$ cat src/adc16_pkg.sv
//==========================================================
// adc16 shared definitions.
// register map, control and 3-wire field layouts, and the
// command and strobe bundles used across the controller.
//==========================================================
`default_nettype none

package adc16_pkg;

  // one opb data word.
  // index 0 is the msb as on the bus, so opb bit 0 is word bit 31.
  typedef logic [0:31] opb_word_t;

  // byte offsets of the two registers, decoded on address bit 2.
  localparam logic [31:0] reg_offset_3wire = 32'h0000_0000;
  localparam logic [31:0] reg_offset_ctrl  = 32'h0000_0004;

  // bits in one serial command, address then data.
  localparam int unsigned cmd_frame_bits = 24;

  // control register at offset 4.
  typedef struct packed {
    logic [15:0] delay_rst;  // opb bits 0-15.
    logic [4:0]  delay_tap;  // opb bits 16-20.
    logic [3:0]  bitslip;    // opb bits 21-24.
    logic [3:0]  pad_25;
    logic        adc_reset;  // opb bit 29.
    logic        pad_30;
    logic        snap_req;   // opb bit 31.
  } adc_ctrl_t;

  // offset 0 seen as direct pin control.
  typedef struct packed {
    logic        sclk;       // opb bit 0.
    logic        sdata;      // opb bit 1.
    logic [3:0]  csn;        // opb bits 2-5, active low.
    logic        cmd_mode;   // opb bit 6, low in this view.
    logic [24:0] spare;
  } bitbang_t;

  // offset 0 seen as a serial command.
  typedef struct packed {
    logic [1:0]  spare;      // ignored here.
    logic [3:0]  chip_mask;  // opb bits 2-5, high selects a chip.
    logic        cmd_mode;   // opb bit 6, high in this view.
    logic        go;         // opb bit 7.
    logic [7:0]  address;    // opb bits 8-15.
    logic [15:0] data;       // opb bits 16-31.
  } serial_cmd_t;

  // cmd_mode sits at the same bit in both views and picks the decode.
  typedef union packed {
    bitbang_t    bb;
    serial_cmd_t ser;
    opb_word_t   raw;
  } adc3wire_word_u;

  // the six 3-wire pins.
  typedef struct packed {
    logic       sclk;
    logic       sdata;
    logic [3:0] csn;
  } adc3wire_pins_t;

  // new control word plus a one-cycle write valid.
  typedef struct packed {
    adc_ctrl_t ctrl;
    logic      wr;
  } strobe_t;

  // command handed to the engine, stable while req is high.
  typedef struct packed {
    logic [3:0]  chip_mask;
    logic [7:0]  address;
    logic [15:0] data;
  } cmd_t;

endpackage

`default_nettype wire

$ cat src/opb_adc16_slave.sv
//==========================================================
// opb adc16 slave.
// decodes the opb window, keeps the 3-wire and control
// registers with byte enables, acks each access once and
// issues serial commands to the 3-wire engine.
//==========================================================
`default_nettype none

module opb_adc16_slave #(
  parameter logic [31:0] base_addr = 32'h0000_0000,
  parameter logic [31:0] high_addr = 32'h0000_ffff
) (
  input  wire                            OPB_Clk,
  input  wire                            rst_n,
  input  wire adc16_pkg::opb_word_t      opb_abus,
  input  wire [0:3]                      opb_be,
  input  wire adc16_pkg::opb_word_t      opb_dbus,
  input  wire                            opb_rnw,
  input  wire                            opb_select,
  input  wire [1:0]                      roach2_rev,
  input  wire                            cmd_ack,
  input  wire                            engine_busy,
  output adc16_pkg::opb_word_t           sl_dbus,
  output logic                           sl_xfer_ack,
  output logic                           cmd_req,
  output adc16_pkg::cmd_t                cmd,
  output adc16_pkg::strobe_t             strobe,
  output adc16_pkg::adc3wire_word_u      adc3wire_word
);
  import adc16_pkg::*;

  // register state.
  logic           ack_q;
  adc3wire_word_u wire_q;
  adc_ctrl_t      ctrl_q;
  opb_word_t      rdata_q;
  logic           strobe_wr;

  // decode.
  logic [31:0]    addr_off;
  logic           addr_hit;
  logic           hit_3wire;
  logic           hit_ctrl;
  logic           access;
  logic           wr_3wire;
  logic           wr_ctrl;
  logic           rd_access;

  // offset 0 write path and read-back.
  adc3wire_word_u wire_next;
  adc3wire_word_u wire_store;
  adc3wire_word_u rd_3wire;
  logic           busy;
  logic           go_req;

  // merge the enabled bytes of a write into the old word.
  // be[0] covers opb bits 0-7.
  function automatic opb_word_t merge_bytes(opb_word_t old_word, opb_word_t new_word,
                                            logic [0:3] be);
    opb_word_t merged;
    merged = old_word;
    for (int i = 0; i < 4; i++) begin
      if (be[i]) begin
        merged[8*i +: 8] = new_word[8*i +: 8];
      end
    end
    return merged;
  endfunction

  assign addr_hit  = (opb_abus >= base_addr) && (opb_abus <= high_addr);
  assign addr_off  = opb_abus - base_addr;
  // other in-window offsets fold onto the two registers.
  assign hit_3wire = (addr_off[2] == reg_offset_3wire[2]);
  assign hit_ctrl  = (addr_off[2] == reg_offset_ctrl[2]);
  // no new access in our own ack cycle.
  assign access    = addr_hit && opb_select && !ack_q;
  assign wr_3wire  = access && !opb_rnw && hit_3wire;
  assign wr_ctrl   = access && !opb_rnw && hit_ctrl;
  assign rd_access = access && opb_rnw;

  // a pending request counts as busy until the engine takes it.
  assign busy      = engine_busy || cmd_req;
  assign wire_next.raw = merge_bytes(wire_q.raw, opb_dbus, opb_be);
  assign go_req    = wire_next.ser.cmd_mode && wire_next.ser.go && !busy;

  always_comb begin
    // go never lands in the register.
    wire_store        = wire_next;
    wire_store.ser.go = 1'b0;
    // read-back shows busy at bit 7 and the board revision at 30-31.
    rd_3wire             = wire_q;
    rd_3wire.ser.go      = busy;
    rd_3wire.raw[30:31]  = roach2_rev;
  end

  //==========================================================
  // control state
  //==========================================================
  always_ff @(posedge OPB_Clk) begin
    if (!rst_n) begin
      ack_q     <= 1'b0;
      wire_q    <= '0;
      ctrl_q    <= '0;
      cmd_req   <= 1'b0;
      strobe_wr <= 1'b0;
    end else begin
      ack_q     <= access;
      strobe_wr <= wr_ctrl;
      if (wr_3wire) begin
        wire_q <= wire_store;
      end
      if (wr_ctrl) begin
        ctrl_q <= adc_ctrl_t'(merge_bytes(opb_word_t'(ctrl_q), opb_dbus, opb_be));
      end
      // four-phase handshake, req falls once the engine acks.
      if (cmd_ack) begin
        cmd_req <= 1'b0;
      end else if (wr_3wire && go_req) begin
        cmd_req <= 1'b1;
      end
    end
  end

  // read data and the latched command.
  always_ff @(posedge OPB_Clk) begin
    if (rd_access) begin
      rdata_q <= hit_ctrl ? opb_word_t'(ctrl_q) : rd_3wire.raw;
    end
    if (wr_3wire && go_req) begin
      cmd.chip_mask <= wire_next.ser.chip_mask;
      cmd.address   <= wire_next.ser.address;
      cmd.data      <= wire_next.ser.data;
    end
  end

  assign sl_xfer_ack   = ack_q;
  // bus is quiet outside the ack cycle.
  assign sl_dbus       = ack_q ? rdata_q : '0;
  assign strobe        = '{ctrl: ctrl_q, wr: strobe_wr};
  assign adc3wire_word = wire_q;

endmodule

`default_nettype wire

$ cat src/adc3wire_engine.sv
//==========================================================
// adc 3-wire serial engine.
// shifts a 24-bit address and data frame out to the masked
// chips, or passes the bit-banged pins through.
//==========================================================
`default_nettype none

module adc3wire_engine #(
  parameter int unsigned sclk_div = 4
) (
  input  wire                            OPB_Clk,
  input  wire                            rst_n,
  input  wire                            cmd_req,
  input  wire adc16_pkg::cmd_t           cmd,
  input  wire adc16_pkg::adc3wire_word_u adc3wire_word,
  output logic                           cmd_ack,
  output logic                           engine_busy,
  output adc16_pkg::adc3wire_pins_t      pins
);
  import adc16_pkg::*;

  localparam int unsigned div_w = (sclk_div > 1) ? $clog2(sclk_div) : 1;
  localparam logic [div_w-1:0] div_last = div_w'(sclk_div - 1);
  localparam int unsigned bit_w = $clog2(cmd_frame_bits);
  localparam logic [bit_w-1:0] bit_last = bit_w'(cmd_frame_bits - 1);

  typedef enum logic [1:0] {
    st_idle,
    st_shift,
    st_done
  } state_t;

  state_t                    state;
  logic [div_w-1:0]          div_cnt;
  logic [bit_w-1:0]          bit_cnt;
  logic [cmd_frame_bits-1:0] shreg;
  logic                      ser_sclk;
  logic [3:0]                ser_csn;
  logic                      bb_armed;
  logic                      bb_live;
  logic                      half_end;

  // end of one sclk half-period.
  assign half_end = (div_cnt == div_last);

  always_ff @(posedge OPB_Clk) begin
    if (!rst_n) begin
      state    <= st_idle;
      cmd_ack  <= 1'b0;
      div_cnt  <= '0;
      bit_cnt  <= '0;
      shreg    <= '0;
      ser_sclk <= 1'b0;
      ser_csn  <= '1;
      bb_armed <= 1'b0;
    end else begin
      if (adc3wire_word.raw != '0) begin
        bb_armed <= 1'b1;
      end
      case (state)
        st_idle: begin
          div_cnt  <= '0;
          bit_cnt  <= '0;
          ser_sclk <= 1'b0;
          // take the command, ack it and select the chips.
          if (cmd_req) begin
            cmd_ack <= 1'b1;
            shreg   <= {cmd.address, cmd.data};
            ser_csn <= ~cmd.chip_mask;
            state   <= st_shift;
          end
        end
        st_shift: begin
          if (half_end) begin
            div_cnt  <= '0;
            ser_sclk <= !ser_sclk;
            // falling sclk moves to the next bit.
            if (ser_sclk) begin
              shreg <= {shreg[cmd_frame_bits-2:0], 1'b0};
              if (bit_cnt == bit_last) begin
                ser_csn <= '1;
                state   <= st_done;
              end else begin
                bit_cnt <= bit_cnt + 1'b1;
              end
            end
          end else begin
            div_cnt <= div_cnt + 1'b1;
          end
        end
        st_done: begin
          // hold ack until req has gone away.
          if (!cmd_req) begin
            cmd_ack <= 1'b0;
            state   <= st_idle;
          end
        end
        default: state <= st_idle;
      endcase
    end
  end

  assign engine_busy = (state != st_idle);

  // pins stay deselected until the 3-wire register first holds a value.
  assign bb_live = bb_armed || (adc3wire_word.raw != '0);

  always_comb begin
    if (!adc3wire_word.bb.cmd_mode && bb_live) begin
      pins.sclk  = adc3wire_word.bb.sclk;
      pins.sdata = adc3wire_word.bb.sdata;
      pins.csn   = adc3wire_word.bb.csn;
    end else begin
      pins.sclk  = ser_sclk;
      pins.sdata = shreg[cmd_frame_bits-1];
      pins.csn   = ser_csn;
    end
  end

endmodule

`default_nettype wire

$ cat src/adc_strobe_gen.sv
//==========================================================
// adc control strobe generator.
// turns control register writes into one-cycle bitslip and
// delay reset pulses and held control levels.
//==========================================================
`default_nettype none

module adc_strobe_gen (
  input  wire                     OPB_Clk,
  input  wire                     rst_n,
  input  wire adc16_pkg::strobe_t strobe,
  output logic [15:0]             delay_rst,
  output logic [4:0]              delay_tap,
  output logic [3:0]              bitslip,
  output logic                    adc_reset,
  output logic                    snap_req
);

  always_ff @(posedge OPB_Clk) begin
    if (!rst_n) begin
      delay_rst <= '0;
      bitslip   <= '0;
      delay_tap <= '0;
      adc_reset <= 1'b0;
      snap_req  <= 1'b0;
    end else begin
      // one write gives one slip and one delay reset.
      delay_rst <= strobe.wr ? strobe.ctrl.delay_rst : '0;
      bitslip   <= strobe.wr ? strobe.ctrl.bitslip : '0;
      // levels follow the last written word.
      if (strobe.wr) begin
        delay_tap <= strobe.ctrl.delay_tap;
        adc_reset <= strobe.ctrl.adc_reset;
        snap_req  <= strobe.ctrl.snap_req;
      end
    end
  end

endmodule

`default_nettype wire

$ cat src/opb_adc16_ctrl.sv
//==========================================================
// opb adc16 controller top level.
// joins the opb slave, the 3-wire engine and the strobe
// generator to the bus and the adc board pins.
//==========================================================
`default_nettype none

module opb_adc16_ctrl #(
  parameter logic [31:0] base_addr = 32'h0000_0000,
  parameter logic [31:0] high_addr = 32'h0000_ffff,
  parameter int unsigned sclk_div  = 4
) (
  input  wire                       OPB_Clk,
  input  wire                       rst_n,
  input  wire adc16_pkg::opb_word_t opb_abus,
  input  wire [0:3]                 opb_be,
  input  wire adc16_pkg::opb_word_t opb_dbus,
  input  wire                       opb_rnw,
  input  wire                       opb_select,
  input  wire [1:0]                 adc0_roach2_rev,
  output adc16_pkg::opb_word_t      sl_dbus,
  output logic                      sl_err_ack,
  output logic                      sl_retry,
  output logic                      sl_tout_sup,
  output logic                      sl_xfer_ack,
  output logic                      adc0_adc3wire_sclk,
  output logic                      adc0_adc3wire_sdata,
  output logic [3:0]                adc0_adc3wire_csn,
  output logic [15:0]               adc0_delay_rst,
  output logic [4:0]                adc0_delay_tap,
  output logic [3:0]                adc0_iserdes_bitslip,
  output logic                      adc0_reset,
  output logic                      adc0_snap_req
);
  import adc16_pkg::*;

  logic           cmd_req;
  logic           cmd_ack;
  logic           engine_busy;
  cmd_t           cmd;
  strobe_t        strobe;
  adc3wire_word_u adc3wire_word;
  adc3wire_pins_t pins;

  opb_adc16_slave #(
    .base_addr (base_addr),
    .high_addr (high_addr)
  ) u_slave (
    .OPB_Clk       (OPB_Clk),
    .rst_n         (rst_n),
    .opb_abus      (opb_abus),
    .opb_be        (opb_be),
    .opb_dbus      (opb_dbus),
    .opb_rnw       (opb_rnw),
    .opb_select    (opb_select),
    .roach2_rev    (adc0_roach2_rev),
    .cmd_ack       (cmd_ack),
    .engine_busy   (engine_busy),
    .sl_dbus       (sl_dbus),
    .sl_xfer_ack   (sl_xfer_ack),
    .cmd_req       (cmd_req),
    .cmd           (cmd),
    .strobe        (strobe),
    .adc3wire_word (adc3wire_word)
  );

  adc3wire_engine #(
    .sclk_div (sclk_div)
  ) u_engine (
    .OPB_Clk       (OPB_Clk),
    .rst_n         (rst_n),
    .cmd_req       (cmd_req),
    .cmd           (cmd),
    .adc3wire_word (adc3wire_word),
    .cmd_ack       (cmd_ack),
    .engine_busy   (engine_busy),
    .pins          (pins)
  );

  adc_strobe_gen u_strobe (
    .OPB_Clk   (OPB_Clk),
    .rst_n     (rst_n),
    .strobe    (strobe),
    .delay_rst (adc0_delay_rst),
    .delay_tap (adc0_delay_tap),
    .bitslip   (adc0_iserdes_bitslip),
    .adc_reset (adc0_reset),
    .snap_req  (adc0_snap_req)
  );

  assign adc0_adc3wire_sclk  = pins.sclk;
  assign adc0_adc3wire_sdata = pins.sdata;
  assign adc0_adc3wire_csn   = pins.csn;

  // no retry, error or timeout handling on this slave.
  assign sl_err_ack  = 1'b0;
  assign sl_retry    = 1'b0;
  assign sl_tout_sup = 1'b0;

endmodule

`default_nettype wire

$ cat config.mk
export PLATFORM = sky130hd
export DESIGN_NAME = opb_adc16_ctrl
export DESIGN_NICKNAME = d
export VERILOG_FILES = /design/src/adc16_pkg.sv /design/src/opb_adc16_slave.sv /design/src/adc3wire_engine.sv /design/src/adc_strobe_gen.sv /design/src/opb_adc16_ctrl.sv
export SDC_FILE = /design/constraint.sdc
export NUM_CORES = 1
export LEC_CHECK = 0
export BUFFER_PORTS_ARGS = -buffer_cell sky130_fd_sc_hd__buf_2
export CAP_MARGIN = 15
export CORE_MARGIN = 10
export CORE_UTILIZATION = 51
export DETAILED_ROUTE_END_ITERATION = 10
export GPL_ROUTABILITY_DRIVEN = 0
export PLACE_DENSITY = 0.83
export RECOVER_POWER = 25
export SKIP_LAST_GASP = 1
export SYNTH_ARGS = -nofsm -noshare
export SYNTH_HDL_FRONTEND = slang
export SYNTH_HIERARCHICAL = 1
export SYNTH_SLANG_ARGS = --single-unit
export TNS_END_PERCENT = 50
$ cat constraint.sdc
create_clock -name OPB_Clk -period 4.1 [get_ports OPB_Clk]
set_input_delay 0.41 -clock OPB_Clk [delete_from_list [all_inputs] [get_ports OPB_Clk]]
set_output_delay 0.41 -clock OPB_Clk [all_outputs]
set_load 0.01 [all_outputs]
==> flow_metrics.tcl <==
set metrics [dict create \
    holdBufCountCts 0 \
    wl_per_cell_um 17.5 \
    io_buffers 124 \
    htreeDepth 4 \
    peakVddDrop_mv 0.344 \
    worstSetupPathType "reg2out" \
    crit_arrival_ps 2380 \
    nFillCells 1335 \
    cp_slowest_cell "nor4_1" \
    drc 0 \
    antennaDiodeCount 0 \
    grt_pass1_vias 5847 \
    grt.total_usage 0.172 \
    drt_iter0_drc 473 \
    startpoint "u_slave/adc3wire_word[4]" \
    cts_max_path_buffers 2 \
    wl_met2_mm 9.53 \
    clk_pin_slew_ps 60 \
    netlist_top_cells_area "dfxtp_1 32%, edfxtp_1 22%, mux2_2 8.6%, mux2i_1 8.4%, nand2_1 8.0%" \
    rrSetupSlack_ps 1620 \
    fin_skew_ps 4.60 \
    dr_total_vias 5981 \
    status "finished clean" \
    maxCapViolCount 0 \
    synth_edf_count 60 \
    setup_tns_ps 0 \
    end_kind "output pin" \
    hp-class "in2reg" \
    cts_tree "done" \
    crit_chain "nor4_1 -> and4_1 -> a41oi_2 -> mux2_2 -> buf_2" \
    powerDensity_nw_per_um2 383 \
    die-area_um2 21900 \
    grt_start_max_net_pins 87 \
    syn_inst 776 \
    setup_violations 0 \
    grt_pass1_wl_mm 30.4 \
    period_share 0.680 \
    dp.cells 1071 \
    hpwl_mm 13.0 \
    synth_cell_types 48 \
    crit_end "adc0_adc3wire_sdata" \
    syn_area_um2 8370 \
    ant_nets 0 \
    ios 143 \
    crit_path_max_incr_delay_ps 520 \
    slew_violations 0 \
    synth.most_common_cell "nand2_1" \
    hold_violations 0 \
    gr-total-overflow 0 \
    yosysSeqAreaShare 0.533 \
    p_leak_nw 3.62 \
    power.total_w 0.00367 \
    drt-total-wl_mm 19.3 \
    synthTopCellsByCount "179 x nand2_1, 133 x dfxtp_1, 70 x mux2i_1" \
    root_buffer "clkbuf_16" \
    routed-wl-met3_mm 1.30 \
    worstMarginPinSlew_ps 1180 \
    start_util 0.523 \
    cp-start-kind "flip-flop" \
    core-area_um2 16000 \
    chipHeight_um 148 \
    rsz0062_at_grt "false" \
    ys_warn_count 6 \
    seqCellArea_um2 4460 \
    post-cts-setup-buffers 0 \
    worstReg2RegStart "u_slave/sl_xfer_ack" \
    path_max_fanout 6 \
    antenna_found_initial 1 \
    dr.pass1.iters 5 \
    instances_no_fill 1105 \
    syn_area_per_cell_um2 10.8 \
    nNetsFinal 952 \
    cts-resized-gates 0 \
    synthFlopType "dfxtp_1" \
    r2r-end "u_slave/cmd[16]" \
    fp.dieW_um 148 \
    cp_data_required_time_ps 3690 \
    synth_top_area_frac 0.318 \
    r2r_cells 5 \
    cts_buffers 17 \
    synth-seq-cells 193 \
    vias_per_cell 5.41 \
    min_period_ps 2790 \
    fmax_mhz 359 \
    area_growth_pct 14.5 \
    multi_input_area_um2 3590 \
    cts.sinks 193 \
    drive_above_1_share 0.242 \
    rows 46 \
    wl_met1_mm 8.15 \
    insertion_delay_ps 430 \
    ys_async_sr_fraction 0 \
    yosysTopAreaCell "dfxtp_1" \
    slew-limit-headroom 0.211 \
    dr.max_layer_used "met5" \
]
-- layer usage --
metal  vias to the layer above  GRT usage
met1                      2847      0.204
met3                        27     0.0573
met2                       209      0.291
li1                       2896          -
met5                         -          0
met4                         2     0.0505
-- layout make-up --
type | count | area share
Sequential cell | 193 | 0.466
Clock inverter | 14 | 0.0121
Clock buffer | 18 | 0.0458
Timing Repair Buffer | 132 | 0.0708
Multi-Input combinational cell | 524 | 0.374
Inverter | 8 | 0.00313
Tap cell | 216 | 0.0282
-- per-stage QoR --
step / util / instance area (um^2) / setup slack [ps] / hold slack [ps]
2_1_floorplan: - / 8380 / 78.0 / 431
5_1_grt: 0.599 / 9580 / 1240 / 235
3_3_place_gp: 0.564 / 9030 / 1440 / 439
3_5_place_dp: 0.564 / 9030 / 1420 / 449
6_report: 0.599 / 9580 / 1310 / 234
4_1_cts: 0.599 / 9590 / 1360 / 223
-- registers in the layout, indices dropped and copies added, names as in the netlist, 2 cells and up --
signal,count
u_slave/cmd,28
u_engine/div_cnt,2
u_strobe/delay_tap,5
u_engine/bit_cnt,5
u_strobe/delay_rst,16
u_engine/shreg,24
u_engine/state,2
u_slave/rdata_q,32
u_engine/ser_csn,4
u_slave/strobe,32
u_strobe/bitslip,4
u_slave/adc3wire_word,31
-- critical path, delay by kind of cell, from the launching register on --
kind / cells / cell delay [ps]
AO/OA/AOI/OAI: 1 / 230
buffers and inverters: 1 / 150
AND/OR/NAND/NOR: 2 / 840
flip-flops: 1 / 340
multiplexers: 1 / 380
-- logic make-up (layout without fill, tap and decap cells) --
| group | count (synthesis) | after routing | synth area share |
|---|---|---|---|
| compound gates | 53 | 53 | 0.0507 |
| xor+xnor | 1 | 1 | 0.00105 |
| fa+ha+maj | 2 | 2 | 0.00299 |
| buf+inv | 61 | 172 | 0.0404 |
| flops | 193 | 193 | 0.533 |
| mux | 135 | 135 | 0.171 |
| other cells | 2 | 4 | 0.000897 |
| simple gates | 329 | 329 | 0.199 |
-- worst min-delay path by stage --
stage,from,end,slack (ps),depth (start not counted)
after floorplan,u_slave/strobe[2],u_slave/strobe[2],430,2
after global placement,u_slave/strobe[4],u_slave/strobe[4],440,2
after detailed placement,u_slave/strobe[6],u_slave/strobe[6],450,2
after CTS,opb_dbus[27],u_slave/strobe[28],220,3
after global routing,opb_dbus[0],u_slave/strobe[1],240,3
final,opb_dbus[1],u_slave/strobe[2],230,3
-- layout by cell type (no fill, tap or decap), types with 9 or more instances in the layout --
master	count
nand2_1	179
clkbuf_16	17
edfxtp_1	60
and2_1	35
nor2_1	39
dfxtp_1	133
nor4_1	11
mux2_2	57
mux2i_1	70
buf_2	96
clkbuf_1	28
nor2b_1	9
a311oi_1	25
and3_1	21
-- power by group --
part	internal, W	switching (W)
Clock	0.000849	0.000717
Sequential	0.00196	0.000000144
Combinational	0.0000571	0.0000878
Total	0.00287	0.000805
Note: power is estimated with default switching activity, not from simulation.
